<file path="src/include/decoding_graph_macros.svh">
`ifndef DECODING_GRAPH_MACROS_SVH
`define DECODING_GRAPH_MACROS_SVH

// one column of the rotated surface code lattice per round

// units in one round
`define GRID_WIDTH_X 4

// rounds held in the graph, one per layer
`define GRID_WIDTH_U 3

// internal links of the chain, link n joins unit n and unit n+1
`define LINK_COUNT (`GRID_WIDTH_X-1)

// unit address inside a round
`define ADDRESS_WIDTH 2

// global stage code
`define STAGE_WIDTH 2

`endif
</file>
<file path="src/logic/decoding_graph_pkg.sv">
`include "decoding_graph_macros.svh"

package decoding_graph_pkg;

    // stage driven by the controller, held as a plain level
    typedef enum logic [`STAGE_WIDTH-1:0] {
        STAGE_IDLE = 0,
        STAGE_LOAD = 1, // shift all rounds down one layer
        STAGE_GROW = 2  // move cluster labels one link
    } stage_e;

    // one measurement round
    typedef struct packed {
        logic                     valid;   // layer holds real data
        logic [`GRID_WIDTH_X-1:0] defects; // detection events
        logic [`LINK_COUNT-1:0]   erased;  // erased links of the round
    } round_t;

    // what one layer reports to the top
    typedef struct packed {
        logic [`GRID_WIDTH_X-1:0][`ADDRESS_WIDTH-1:0] roots;
        logic [`GRID_WIDTH_X-1:0]                     odd;
        logic                                         busy;
    } layer_status_t;

endpackage

</file>
<file path="src/logic/decoding_graph_rsc.sv">
`timescale 1ns/10ps

`include "decoding_graph_macros.svh"

module decoding_graph_rsc (
    input  logic                       clk,
    input  logic                       reset_i,
    input  decoding_graph_pkg::stage_e global_stage_i,
    input  logic [`GRID_WIDTH_X-1:0]   measurements_i,
    input  logic [`LINK_COUNT-1:0]     erasure_i,
    // layer k, unit i sits at index k*GRID_WIDTH_X + i
    output wire  [`GRID_WIDTH_U*`GRID_WIDTH_X-1:0][`ADDRESS_WIDTH-1:0] roots_o,
    output wire  [`GRID_WIDTH_U*`GRID_WIDTH_X-1:0]                     odd_clusters_o,
    output wire  [`GRID_WIDTH_U-1:0]   busy_o,
    output wire  [`LINK_COUNT-1:0]     correction_o
);

    wire decoding_graph_pkg::round_t        new_round;
    wire decoding_graph_pkg::round_t        layer_round  [`GRID_WIDTH_U];
    wire decoding_graph_pkg::layer_status_t layer_status [`GRID_WIDTH_U];

    syndrome_loader u_syndrome_loader (
        .clk            (clk),
        .reset_i        (reset_i),
        .global_stage_i (global_stage_i),
        .measurements_i (measurements_i),
        .erasure_i      (erasure_i),
        .new_round_o    (new_round)
    );

    // layer GRID_WIDTH_U-1 holds the newest round, layer 0 the oldest
    for (genvar k = 0; k < `GRID_WIDTH_U; k++) begin : g_layer
        wire decoding_graph_pkg::round_t upstream;

        if (k == `GRID_WIDTH_U-1) begin : g_newest
            assign upstream = new_round;
        end else begin : g_older
            assign upstream = layer_round[k+1];
        end

        round_cluster_layer u_round_cluster_layer (
            .clk            (clk),
            .reset_i        (reset_i),
            .global_stage_i (global_stage_i),
            .round_i        (upstream),
            .round_o        (layer_round[k]),
            .status_o       (layer_status[k])
        );

        for (genvar i = 0; i < `GRID_WIDTH_X; i++) begin : g_unit
            assign roots_o[k*`GRID_WIDTH_X+i]        = layer_status[k].roots[i];
            assign odd_clusters_o[k*`GRID_WIDTH_X+i] = layer_status[k].odd[i];
        end

        assign busy_o[k] = layer_status[k].busy;
    end

    // corrections come from the round about to leave the graph
    erasure_peeler u_erasure_peeler (
        .clk            (clk),
        .reset_i        (reset_i),
        .oldest_round_i (layer_round[0]),
        .correction_o   (correction_o)
    );

endmodule

</file>
<file path="src/logic/erasure_peeler.sv">
`timescale 1ns/10ps

`include "decoding_graph_macros.svh"

module erasure_peeler (
    input  logic                       clk,
    input  logic                       reset_i,
    input  decoding_graph_pkg::round_t oldest_round_i,
    output logic [`LINK_COUNT-1:0]     correction_o
);

    logic [`LINK_COUNT-1:0] correction_next;
    logic                   seg_parity; // defect parity since the segment start

    // walk left to right along the chain
    // a link is flipped when the defects to its left in the segment are odd
    always_comb begin
        seg_parity      = 1'b0;
        correction_next = '0;
        for (int n = 0; n < `LINK_COUNT; n++) begin
            seg_parity         = seg_parity ^ oldest_round_i.defects[n];
            correction_next[n] = oldest_round_i.valid & oldest_round_i.erased[n] & seg_parity;
            // unit n+1 starts a new segment when link n is not erased
            if (!oldest_round_i.erased[n]) begin
                seg_parity = 1'b0;
            end
        end
    end

    always_ff @(posedge clk) begin
        if (reset_i) begin
            correction_o <= '0;
        end else begin
            correction_o <= correction_next;
        end
    end

endmodule

</file>
<file path="src/logic/round_cluster_layer.sv">
`timescale 1ns/10ps

`include "decoding_graph_macros.svh"

module round_cluster_layer (
    input  logic                              clk,
    input  logic                              reset_i,
    input  decoding_graph_pkg::stage_e        global_stage_i,
    input  decoding_graph_pkg::round_t        round_i,
    output decoding_graph_pkg::round_t        round_o,
    output decoding_graph_pkg::layer_status_t status_o
);

    decoding_graph_pkg::round_t round_q;

    // cluster label of every unit
    logic [`GRID_WIDTH_X-1:0][`ADDRESS_WIDTH-1:0] root_q;
    logic                                         busy_q;

    wire [`GRID_WIDTH_X-1:0][`ADDRESS_WIDTH-1:0] own_addr;
    wire [`GRID_WIDTH_X-1:0][`ADDRESS_WIDTH-1:0] root_next;
    wire [`GRID_WIDTH_X-1:0]                     odd;

    for (genvar i = 0; i < `GRID_WIDTH_X; i++) begin : g_unit
        logic [`ADDRESS_WIDTH-1:0] from_left;  // own root unless link i-1 is erased
        logic [`ADDRESS_WIDTH-1:0] from_right; // own root unless link i is erased
        logic                      member_parity;

        assign own_addr[i] = `ADDRESS_WIDTH'(i);

        if (i > 0) begin : g_left
            assign from_left = round_q.erased[i-1] ? root_q[i-1] : root_q[i];
        end else begin : g_no_left
            assign from_left = root_q[i]; // chain end
        end

        if (i < `GRID_WIDTH_X-1) begin : g_right
            assign from_right = round_q.erased[i] ? root_q[i+1] : root_q[i];
        end else begin : g_no_right
            assign from_right = root_q[i];
        end

        // smallest label seen over erased links wins
        assign root_next[i] = (from_left < from_right) ? from_left : from_right;

        // parity of the defects of every unit that carries this unit as root
        always_comb begin
            member_parity = 1'b0;
            for (int j = 0; j < `GRID_WIDTH_X; j++) begin
                if (root_q[j] == own_addr[i]) begin
                    member_parity = member_parity ^ round_q.defects[j];
                end
            end
        end

        // only a root reports its cluster
        assign odd[i] = round_q.valid & (root_q[i] == own_addr[i]) & member_parity;
    end

    always_ff @(posedge clk) begin
        if (reset_i) begin
            round_q <= '0;
            root_q  <= own_addr;
            busy_q  <= 1'b0;
        end else begin
            case (global_stage_i)
                decoding_graph_pkg::STAGE_LOAD: begin
                    round_q <= round_i;  // take the round from the layer above
                    root_q  <= own_addr; // every unit starts as its own cluster
                    busy_q  <= 1'b0;
                end
                decoding_graph_pkg::STAGE_GROW: begin
                    root_q <= root_next;
                    busy_q <= (root_next != root_q); // low once labels stop moving
                end
                default: begin
                    // idle, hold everything
                end
            endcase
        end
    end

    assign round_o = round_q;

    always_comb begin
        status_o.roots = root_q;
        status_o.odd   = odd;
        status_o.busy  = busy_q;
    end

endmodule

</file>
<file path="src/logic/syndrome_loader.sv">
`timescale 1ns/10ps

`include "decoding_graph_macros.svh"

module syndrome_loader (
    input  logic                       clk,
    input  logic                       reset_i,
    input  decoding_graph_pkg::stage_e global_stage_i,
    input  logic [`GRID_WIDTH_X-1:0]   measurements_i,
    input  logic [`LINK_COUNT-1:0]     erasure_i,
    output decoding_graph_pkg::round_t new_round_o
);

    // measurements of the round loaded last
    logic [`GRID_WIDTH_X-1:0] prev_measurements;

    always_ff @(posedge clk) begin
        if (reset_i) begin
            prev_measurements <= '0;
        end else if (global_stage_i == decoding_graph_pkg::STAGE_LOAD) begin
            prev_measurements <= measurements_i;
        end
    end

    // a detection event is a stabilizer that changed since the last round
    always_comb begin
        new_round_o.valid   = 1'b1;
        new_round_o.defects = measurements_i ^ prev_measurements;
        new_round_o.erased  = erasure_i; // erasures of this round only
    end

endmodule

</file>
<file path="config.mk">
export PLATFORM = sky130hd
export DESIGN_NAME = decoding_graph_rsc
export DESIGN_NICKNAME = d
export VERILOG_FILES = /design/src/logic/decoding_graph_pkg.sv /design/src/logic/decoding_graph_rsc.sv /design/src/logic/erasure_peeler.sv /design/src/logic/round_cluster_layer.sv /design/src/logic/syndrome_loader.sv
export VERILOG_INCLUDE_DIRS = /design/src /design/src/include
export SDC_FILE = /design/constraint.sdc
export NUM_CORES = 1
export LEC_CHECK = 0
export ABC_CLOCK_PERIOD_IN_PS = 2350
export BUFFER_PORTS_ARGS = -buffer_cell sky130_fd_sc_hd__buf_2
export CAP_MARGIN = 20
export CORE_MARGIN = 4
export CORE_UTILIZATION = 60
export CTS_CLUSTER_DIAMETER = 60
export DETAILED_ROUTE_END_ITERATION = 16
export PLACE_DENSITY = 0.82
export SLEW_MARGIN = 20
export SYNTH_ARGS = -nofsm -noshare
export SYNTH_HDL_FRONTEND = slang
export SYNTH_HIERARCHICAL = 1
export SYNTH_SLANG_ARGS = --single-unit
</file>
<file path="constraint.sdc">
create_clock -name clk -period 2.35 [get_ports clk]
set_input_delay 0.235 -clock clk [delete_from_list [all_inputs] [get_ports clk]]
set_output_delay 0.235 -clock clk [all_outputs]
set_load 0.005 [all_outputs]
</file>
==> results of run 1 <==
[critical path: cells and delay by family (launching register included)]
family	cells	cell delay, ns
flip-flops	1	0.57
AND/OR/NAND/NOR	3	0.54
AO/OA/AOI/OAI	2	0.39
adder cells (fa/ha/maj)	1	0.35
multiplexers	1	0.23
[kinds of logic after synthesis]
| family | after synthesis |
|---|---|
| compound gates | 102 |
| xor+xnor | 46 |
| fa+ha+maj | 36 |
| buf+inv | 81 |
| flops | 58 |
| mux | 39 |
| other cells | 1 |
| simple gates | 196 |
[per-layer routing]
metal	share of wire, %	vias to the layer above	global-route usage, %
met4	1.9	0	9.60
li1	-	2006	-
met3	6.4	26	5.16
met5	0	-	0
met2	48	182	42.3
met1	44	1989	33.2
[final cells by class]
class                           count  area (um^2)
Clock buffer                       10          138
Fill cell                         591         2320
Multi-Input combinational cell    420         3040
Tap cell                           99          124
Clock inverter                      5         78.8
Inverter                           38          150
Timing Repair Buffer               69          400
Sequential cell                    58         1160
[what timing repair did]
action / CTS / global route
setup buffers: 0 / 0
resized for setup: 0 / 2
setup endpoints to repair: 0 / 1
[synthesized netlist by cell type, drive strengths merged, types with 7 or more instances]
library cell  instances  area [um^2]
dfxtp                58         1160
inv                  38          150
nand3b                8         60.1
xnor2                30          263
xor2                 16          140
nor3                 12         65.1
mux2i                33          330
nand4bb               7         78.8
nor2                 52          200
nor3b                 9         67.6
a21oi                31          159
ha                   36          450
o21ai                22          114
nand3                18         90.1
buf                  37          278
and3                 11         68.8
nand2b               12         75.1
nand2                41          154
[how the worst min path moves through the flow]
stage	start	endpoint	slack, ns	cells past startpoint
final	erasure_i[2]	g_layer[2].u_round_cluster_layer/round_o[2]	0.16	3
after floorplan	global_stage_i[1]	u_syndrome_loader/prev_measurements[1]	0.40	2
after detailed placement	u_syndrome_loader/prev_measurements[2]	u_syndrome_loader/prev_measurements[2]	0.47	2
after global routing	erasure_i[0]	g_layer[2].u_round_cluster_layer/round_o[0]	0.17	3
after CTS	erasure_i[0]	g_layer[2].u_round_cluster_layer/round_o[0]	0.15	3
after global placement	u_syndrome_loader/prev_measurements[3]	u_syndrome_loader/prev_measurements[3]	0.46	2
[metrics by stage]
step	instance area (um^2)	hold WS [ns]	cells	total power, mW	worst slack, ns
3_3_place_gp	4870	0.463	684	1.27	0.285
4_1_cts	5090	0.152	699	2.30	0.105
2_1_floorplan	4650	0.397	559	1.21	0.257
3_5_place_dp	4870	0.469	684	1.28	0.191
5_1_grt	5090	0.174	699	2.37	0.0150
6_report	5090	0.159	699	2.29	0.148
[placed cells by master (no fill, tap or decap), types with 18 or more instances in the layout]
cell / netlist / routed
nand3_1: 18 / 18
ha_1: 36 / 36
buf_2: 9 / 52
xnor2_1: 30 / 30
o21ai_0: 18 / 18
dfxtp_1: 58 / 56
mux2i_1: 33 / 33
nor2_1: 50 / 50
inv_1: 35 / 35
a21oi_1: 30 / 30
nand2_1: 41 / 41
[registers in the layout, indices dropped and copies added, names as in the netlist]
name                                             count
g_layer.u_round_cluster_layer/g_unit.from_left       6
g_layer.u_round_cluster_layer/g_unit.from_right      6
u_syndrome_loader/prev_measurements                  4
u_erasure_peeler/correction_o                        3
g_layer.u_round_cluster_layer/round_o               24
g_layer.u_round_cluster_layer/busy_q                 3
g_layer.u_round_cluster_layer/status_o              12
[power groups by stage]
| stage | logic (mW) | clock network (mW) | registers (mW) |
|---|---|---|---|
| after floorplan | 0.173 | 0 | 1.04 |
| after global placement | 0.227 | 0 | 1.05 |
| after detailed placement | 0.233 | 0 | 1.05 |
| after CTS | 0.236 | 1.04 | 1.03 |
| after global routing | 0.260 | 1.08 | 1.03 |
| final | 0.239 | 1.03 | 1.03 |
==> metrics, run 1 <==
Clock Path Buffers 2; share of power burned in registers 44.7%; clock latency at the later pin of the worst-skew pair 0.34 ns; Synth Register Bits 58; fmax 0.454 GHz; WL/cell 16.5 um; clock share of power 44.9%; First DRT Iteration DRCs 334; CTS sink count slightly below 60; crit path to g_layer[0].u_round_cluster_layer/busy_q; Tot GR Track Use 25.8%; Layout area overhead 9.53%; crit path DAT 2.42 ns; first-pass GRT wire length approximately 19 mm; RSZ-0062 raised after global routing false; Detailed Place HPWL 8.13 mm; CP Max Fanout 11; CP Launch Point g_layer[0].u_round_cluster_layer/status_o[10]; Syn Area/Cell approximately 8.3 um^2; Crit Path Category flop to flop; Setup Skew roughly 0.013 ns; Rel. slew slack 64.2%; simple-gate portion of the synthesized area 23.4%; pin count of the biggest net entering global routing 25; post-synthesis instance area roughly 4600 um^2; Final Max Tran Viols 0; io pins 53; mux cell area share after synthesis 8.56%; Clock transition at path regs 0.06 ns; Internal Power approximately 1.7 mW; Die H between 90 and 100 um; grt ovf 0; cells after synthesis 559; Final Util 68.7%; Synth cell types 56; CTS Hold Bufs 0; critical path launch point type flop; final hold viol count 0; core area 7410 um^2; antenna violations before repair 0; critical path data required time 2.56 ns; TritonCTS clock tree built; Initial Util about 63%; # nets final between 600 and 700; r2r worst-path depth 7; Max IR drop VDD 0.492 mV; DIE AREA just over 9000 um^2; EDFF count, synth 0; worst slew pin tran 0.536 ns; Switching Share 25.2%; most common flop cell mapped by yosys dfxtp_1; IO Port Bufs 52; run status finished clean; vias per cell 6.01; critical-path cell list mux2i_1 > ha_1 > nor2_1 > a211oi_1 > nand2b_1 > a311oi_1 > or3_1; final setup fails 0; reg2reg start g_layer[0].u_round_cluster_layer/status_o[10]; final worst-path cycle share 93.7%; sequential fraction of the synthesis area between 20% and 30%; DRT antenna net count 0; Die W 96.0 um; Setup TNS 0 ns; Setup crit end kind flop; Cell Pwr Density about 450 nW/um^2; Placer Congestion 0.914; Syn Nets 606; ratio of cells with drive above 1 in the final layout 18.5%; reg2reg end g_layer[0].u_round_cluster_layer/busy_q; crit-path max cell delay 0.57 ns; r2r setup slk about 0.15 ns; first drt pass iteration count 6; Async S/R FF share, synth 0%; XOR/XNOR Fraction of Synth Area 8.67%; Root Buffer clkbuf_8; complex-gate fraction of the synthesized area 14.9%; NetSw 578 uW; via count 4203; DRC viols 0; WL final between 10 and 15 mm; min Tclk post-route 2.20 ns; Min-Delay Path Class input pin to flop; Comb pwr share 10.4%; vias in the first global route 3939; Max-Cap Viols 0; # diodes 0; row count 31; Synth Area in Adders 9.69%; P_leak 2.10 nW; Syn. warnings 6; largest family of logic cells by synthesized area simple AND/OR/NAND/NOR gates; CTS H-tree depth 3; Crit-path slowest cell dfxtp_1; Num CTS Buffers 9
Note: power is estimated with default switching activity, not from simulation.
==> inputs of run 2 (changes only) <==
ABC_CLOCK_PERIOD_IN_PS = 2100   (was 2350)
TNS_END_PERCENT = 30   (was default)
clock period = 2.1 ns   (was 2.35 ns; I/O delays follow)
==> run 2 against run 1 <==
Flip-flop and latch count did not move. Via count fell by 0.31%. Critical path depth did not move. Register-to-register slack got worse by 0.11 ns. Clock-buffer cell count did not move. Critical endpoint is now g_layer[1].u_round_cluster_layer/busy_q.
==> metrics, run 2 (synthesis gave the netlist of run 1 again) <==
Setup crit end kind flop; Rel. slew slack 64.6% (+0.37 points); min Tclk post-route 2.06 ns (-0.138 ns); DRC viols 0 (unchanged); pin count of the biggest net entering global routing 29 (+16%); core area 7410 um^2 (unchanged); Layout area overhead 12.5%; Hold Path Sink g_layer[2].u_round_cluster_layer/round_o[1]; reg2reg start g_layer[1].u_round_cluster_layer/round_o[1]; Largest register FFs 24 (unchanged); Final Power 2.44 mW (+6.2%); Setup WS pre-CTS 0.0412 ns (-0.150 ns); critical path data required time 2.33 ns (-0.23 ns); via count 4190 (-0.31%); Clock Path Buffers 2 (unchanged); Setup Skew 0.0103 ns (-0.00220 ns); first-pass GRT wire length 19.3 mm (+2.0%); most common cell after layout, fill and taps aside buf_2; crit path DAT 2.29 ns (-0.13 ns); # nets final 661 (+2.8%); Min-Delay Path Class input pin to flop; TritonCTS clock tree built; r2r worst-path depth 7 (unchanged); commonest non-fill, non-tap cells in the layout buf_2 (52), nor2_1 (47), dfxtp_1 (47), nand2_1 (41), ha_1 (36); ratio of cells with drive above 1 in the final layout 23.6% (+5.1 points); WL final 11.5 mm (+0.14%); Setup TNS 0 ns (unchanged); IO Port Bufs 52 (unchanged); Final Max Tran Viols 0 (unchanged); setup bufs post-CTS 0 (unchanged); final setup fails 0 (unchanged); DIE AREA 9220 um^2 (unchanged); final hold viol count 0 (unchanged); Detailed Place HPWL 8.27 mm (+1.8%); Clock transition at path regs 0.07 ns (about the same); worst slew pin tran 0.531 ns (-0.00485 ns); cell area after layout 5230 um^2 (+2.8%); vias per cell 5.84 (-2.9%); io pins 53 (unchanged); PnR worst setup slack 0.0353 ns (-0.112 ns); dpl cell area 4990 um^2 (+2.5%); Root Buffer clkbuf_8; WL/cell 16.1 um (-2.5%); Die H 96.0 um (unchanged); Placer Congestion 0.911 (-0.33%); CTS Hold Bufs 0 (unchanged); P_leak 2.17 nW (+3.4%); # diodes 0 (unchanged); Num CTS Buffers 9 (unchanged); DRT antenna net count 0 (unchanged); reg2reg end g_layer[1].u_round_cluster_layer/busy_q; Initial Util 62.7% (unchanged); Max-Cap Viols 0 (unchanged); clock latency at the later pin of the worst-skew pair 0.34 ns (about the same); WHS 0.112 ns (-0.0475 ns); CP Max Fanout 4 (-7); RSZ-0062 raised after global routing true; First DRT Iteration DRCs 316 (-5.4%); vias in the first global route 4019 (+2.0%); Cell Pwr Density 466 nW/um^2 (+3.3%); critical path launch point type flop; grt ovf 0 (unchanged); r2r setup slk 0.04 ns (-0.11 ns); Max IR drop VDD 0.408 mV (-17%); final worst-path cycle share 98.3% (+4.6 points); Hold Path Stages 3 (unchanged); antenna violations before repair 0 (unchanged); Tot GR Track Use 26.2% (+0.49 points); Die W 96.0 um (unchanged); min-delay src erasure_i[1]; CTS sink count 58 (unchanged); CTS H-tree depth 3 (unchanged); Crit Path Category flop to flop; run status finished clean; fmax 0.484 GHz (+6.7%); row count 31 (unchanged); first drt pass iteration count 5 (-1)
==> run 2: changes by cell type in the layout (fill, tap and decap cells not counted), sizes merged <==
cell and change:
buf +18, bufinv -1, clkinvlp +1, clkinv +1
==> run 2: metal layers <==
| metal | track usage, % | share of wire [%] | wire length, um | vias to the layer above |
|---|---|---|---|---|
| met5 | 0 | 0 | 0 | - |
| met4 | 6.75 | 0.86 | 99 | 0 |
| met3 | 5.71 | 6.2 | 714 | 15 |
| met2 | 43.8 | 49 | 5600 | 141 |
| met1 | 34.2 | 44 | 5120 | 1994 |
| li1 | - | - | - | 2040 |
==> run 2: worst max path at each step <==
stage | start | end | slack (ns) | depth (start not counted)
after floorplan | g_layer[0].u_round_cluster_layer/round_o[1] | g_layer[0].u_round_cluster_layer/busy_q | 0.007 | 8
after CTS | g_layer[2].u_round_cluster_layer/round_o[1] | g_layer[2].u_round_cluster_layer/busy_q | 0.02 | 7
after global routing | g_layer[1].u_round_cluster_layer/round_o[1] | g_layer[1].u_round_cluster_layer/busy_q | -0.07 | 7
final | g_layer[1].u_round_cluster_layer/round_o[1] | g_layer[1].u_round_cluster_layer/busy_q | 0.04 | 7
after detailed placement | g_layer[2].u_round_cluster_layer/round_o[1] | g_layer[2].u_round_cluster_layer/busy_q | 0.04 | 7
after global placement | g_layer[2].u_round_cluster_layer/round_o[1] | g_layer[2].u_round_cluster_layer/busy_q | 0.12 | 7
==> run 2: critical path, cell delays in order (launching register included) <==
cell and delay [ns]:
dfxtp_1 0.39, mux2_2 0.37, ha_1 0.30, nor2_2 0.06, a211oi_1 0.28, nand2b_1 0.15
a311oi_1 0.08, or3_1 0.32
==> run 2: metrics by stage <==
stage          std cells  utilization, %
6_report             718            70.6
5_1_grt              718            70.6
4_1_cts              718            70.0
3_5_place_dp         702            67.4
3_3_place_gp         702            67.4
2_1_floorplan        559               -
==> run 2: report_power, final <==
group / switching [mW] / internal [mW] / total, mW
clock: 0.470 / 0.540 / 1.01
sequential: 0.0289 / 1.12 / 1.15
combinational: 0.162 / 0.118 / 0.279
total: 0.660 / 1.78 / 2.44
==> run 2: timing repair <==
item | CTS | global route
gates resized for setup | 2 | 19
endpoints found under the setup margin | 1 | 13
pin swaps | 0 | 1
==> run 2: layout make-up <==
type                            count  area, um^2
Fill cell                         575        2180
Timing Repair Buffer               87         523
Clock inverter                      6        57.6
Clock buffer                       10         128
Inverter                           38         150
Multi-Input combinational cell    420        3070
Tap cell                           99         124
Sequential cell                    58        1170
==> inputs of run 3 (changes only) <==
MAX_ROUTING_LAYER = met4   (was default)
SLEW_MARGIN = default   (was 20)
==> run 3 against run 2 <==
Combinational power about the same. Utilization increased by 0.051 points. Worst hold slack improved by 0.0049 ns. Largest power group unchanged. Global-route usage increased by 0.77 points. Flip-flop and latch count unchanged.
==> metrics, run 3 (synthesis gave the netlist of run 1 again) <==
TritonCTS clock tree built; ratio of cells with drive above 1 in the final layout 23.6% (unchanged); min Tclk post-route 2.07 ns (+0.00300 ns); RSZ-0062 raised after global routing true; Clock transition at path regs 0.07 ns (about the same); Detailed Place HPWL 8.27 mm (unchanged); fmax 0.484 GHz (-0.15%); Max-Cap Viols 0 (unchanged); WL final 11.5 mm (-0.30%); Crit Path Category flop to flop; final setup fails 0 (unchanged); Layout area overhead 12.6% (about the same); vias per cell 5.86 (+0.41%); critical-path cell list mux2_2 > ha_1 > nor2_2 > a211oi_1 > nand2b_1 > a311oi_1 > or3_1; Tot GR Track Use 27.0% (+0.77 points); Die H 96.0 um (unchanged); cell area after layout 5240 um^2 (about the same); commonest non-fill, non-tap cells in the layout buf_2 (52), dfxtp_1 (48), nor2_1 (47), nand2_1 (41), ha_1 (36); crit path DAT 2.29 ns (about the same); clock latency at the later pin of the worst-skew pair 0.34 ns (about the same); dpl cell area 4990 um^2 (unchanged); Largest register FFs 24 (unchanged); DRC viols 0 (unchanged); multi-input logic area 3080 um^2 (+0.16%); First DRT Iteration DRCs 317 (+0.32%); # nets final 661 (unchanged); worst path bufs/invs 0 (unchanged); Crit-path slowest cell dfxtp_1; grt ovf 0 (unchanged); Max IR drop VDD 0.405 mV (-0.63%); Setup Skew 0.0105 ns (+0.000213 ns); Setup TNS 0 ns (unchanged); core area 7410 um^2 (unchanged); final worst-path cycle share 98.5% (+0.14 points); final hold viol count 0 (unchanged); CP Launch Point g_layer[1].u_round_cluster_layer/round_o[1]; Root Buffer clkbuf_8; number of stages on the worst setup path 7 (unchanged); DIE AREA 9220 um^2 (unchanged); CTS sink count 58 (unchanged); P_leak 2.17 nW (about the same); Placer Congestion 0.926 (+1.7%); run status finished clean; io pins 53 (unchanged); first drt pass iteration count 5 (unchanged); crit path to g_layer[1].u_round_cluster_layer/busy_q; reg2reg end g_layer[1].u_round_cluster_layer/busy_q; most common cell after layout, fill and taps aside buf_2; via count 4207 (+0.41%); r2r setup slk 0.03 ns (about the same); Clock Path Buffers 2 (unchanged); Rel. slew slack 64.0% (-0.63 points); Setup WS pre-CTS 0.0412 ns (unchanged); Final Max Tran Viols 0 (unchanged); Die W 96.0 um (unchanged); worst slew pin tran 0.541 ns (+0.00948 ns); critical path data required time 2.33 ns (about the same); IO Port Bufs 52 (unchanged); r2r worst-path depth 7 (unchanged); setup bufs post-CTS 0 (unchanged); first-pass GRT wire length 19.4 mm (+0.25%); CTS H-tree depth 3 (unchanged); PnR worst setup slack 0.0323 ns (-0.00300 ns); WL/cell 16.0 um (-0.30%); CP delay by family, top simple AND/OR/NAND/NOR gates; pin count of the biggest net entering global routing 29 (unchanged); vias in the first global route 4022 (+0.075%); DRT antenna net count 0 (unchanged); Initial Util 62.7% (unchanged); Min-Delay Path Class input pin to flop; reg2reg start g_layer[1].u_round_cluster_layer/round_o[1]; Num CTS Buffers 9 (unchanged); antenna violations before repair 0 (unchanged); # diodes 0 (unchanged); row count 31 (unchanged); crit-path max cell delay 0.39 ns (about the same); critical path launch point type flop; Final Util 70.7% (about the same); CP Max Fanout 4 (unchanged); Cell Pwr Density 464 nW/um^2 (-0.29%); register area 1170 um^2 (-0.11%); Setup crit end kind flop; # fillers 575 (unchanged)
run 3: cell counts in the layout (fill, tap and decap cells not counted):
No cell type changed its count.
run 3: worst reg2reg max path: cells and delay by family, from the launching register on:
kind / cells / cell delay (ns)
flops: 1 / 0.39
simple gates: 3 / 0.53
compound gates: 2 / 0.37
fa+ha+maj: 1 / 0.30
mux: 1 / 0.37
run 3: worst min-delay path by stage:
stage | from | endpoint | slack [ns] | cells past startpoint
after floorplan | global_stage_i[1] | u_syndrome_loader/prev_measurements[1] | 0.37 | 2
after global placement | erasure_i[2] | g_layer[2].u_round_cluster_layer/round_o[2] | 0.46 | 3
after detailed placement | erasure_i[2] | g_layer[2].u_round_cluster_layer/round_o[2] | 0.46 | 3
after CTS | erasure_i[1] | g_layer[2].u_round_cluster_layer/round_o[1] | 0.11 | 3
after global routing | erasure_i[1] | g_layer[2].u_round_cluster_layer/round_o[1] | 0.14 | 3
final | erasure_i[1] | g_layer[2].u_round_cluster_layer/round_o[1] | 0.12 | 3
run 3: metal layers:
| metal | global-route usage [%] | wire length, um |
|---|---|---|
| met4 | 6.75 | 150 |
| met1 | 34.4 | 5100 |
| met2 | 43.8 | 5520 |
| met3 | 5.47 | 729 |
| met5 | - | 0 |
run 3: repair_timing:
| item | in CTS | in global routing |
|---|---|---|
| gates resized for setup | 2 | 19 |
| hold endpoints to repair | 0 | 0 |
| endpoints found under the setup margin | 1 | 13 |
| hold buffers | 0 | 0 |
| pin swaps | 0 | 1 |
run 3: through the flow:
step | power, mW | hold WS, ns | std cells
after floorplan | 1.35 | 0.372 | 559
after global placement | 1.43 | 0.457 | 702
after detailed placement | 1.44 | 0.460 | 702
after CTS | 2.44 | 0.110 | 718
after global routing | 2.52 | 0.138 | 718
final | 2.43 | 0.117 | 718
run 3: power breakdown:
part           leakage, nW  internal, mW  total, mW  switching (mW)
logic                 1.61         0.118      0.280           0.162
registers            0.473          1.12       1.15          0.0287
clock network       0.0958         0.540       1.00           0.465
run 3: layout make-up:
| type | count | share of cell area (%) |
|---|---|---|
| Timing Repair Buffer | 87 | 9.99 |
| Sequential cell | 58 | 22.4 |
| Multi-Input combinational cell | 420 | 58.8 |
| Clock buffer | 10 | 2.44 |
| Inverter | 38 | 2.87 |
| Tap cell | 99 | 2.37 |
| Clock inverter | 6 | 1.10 |
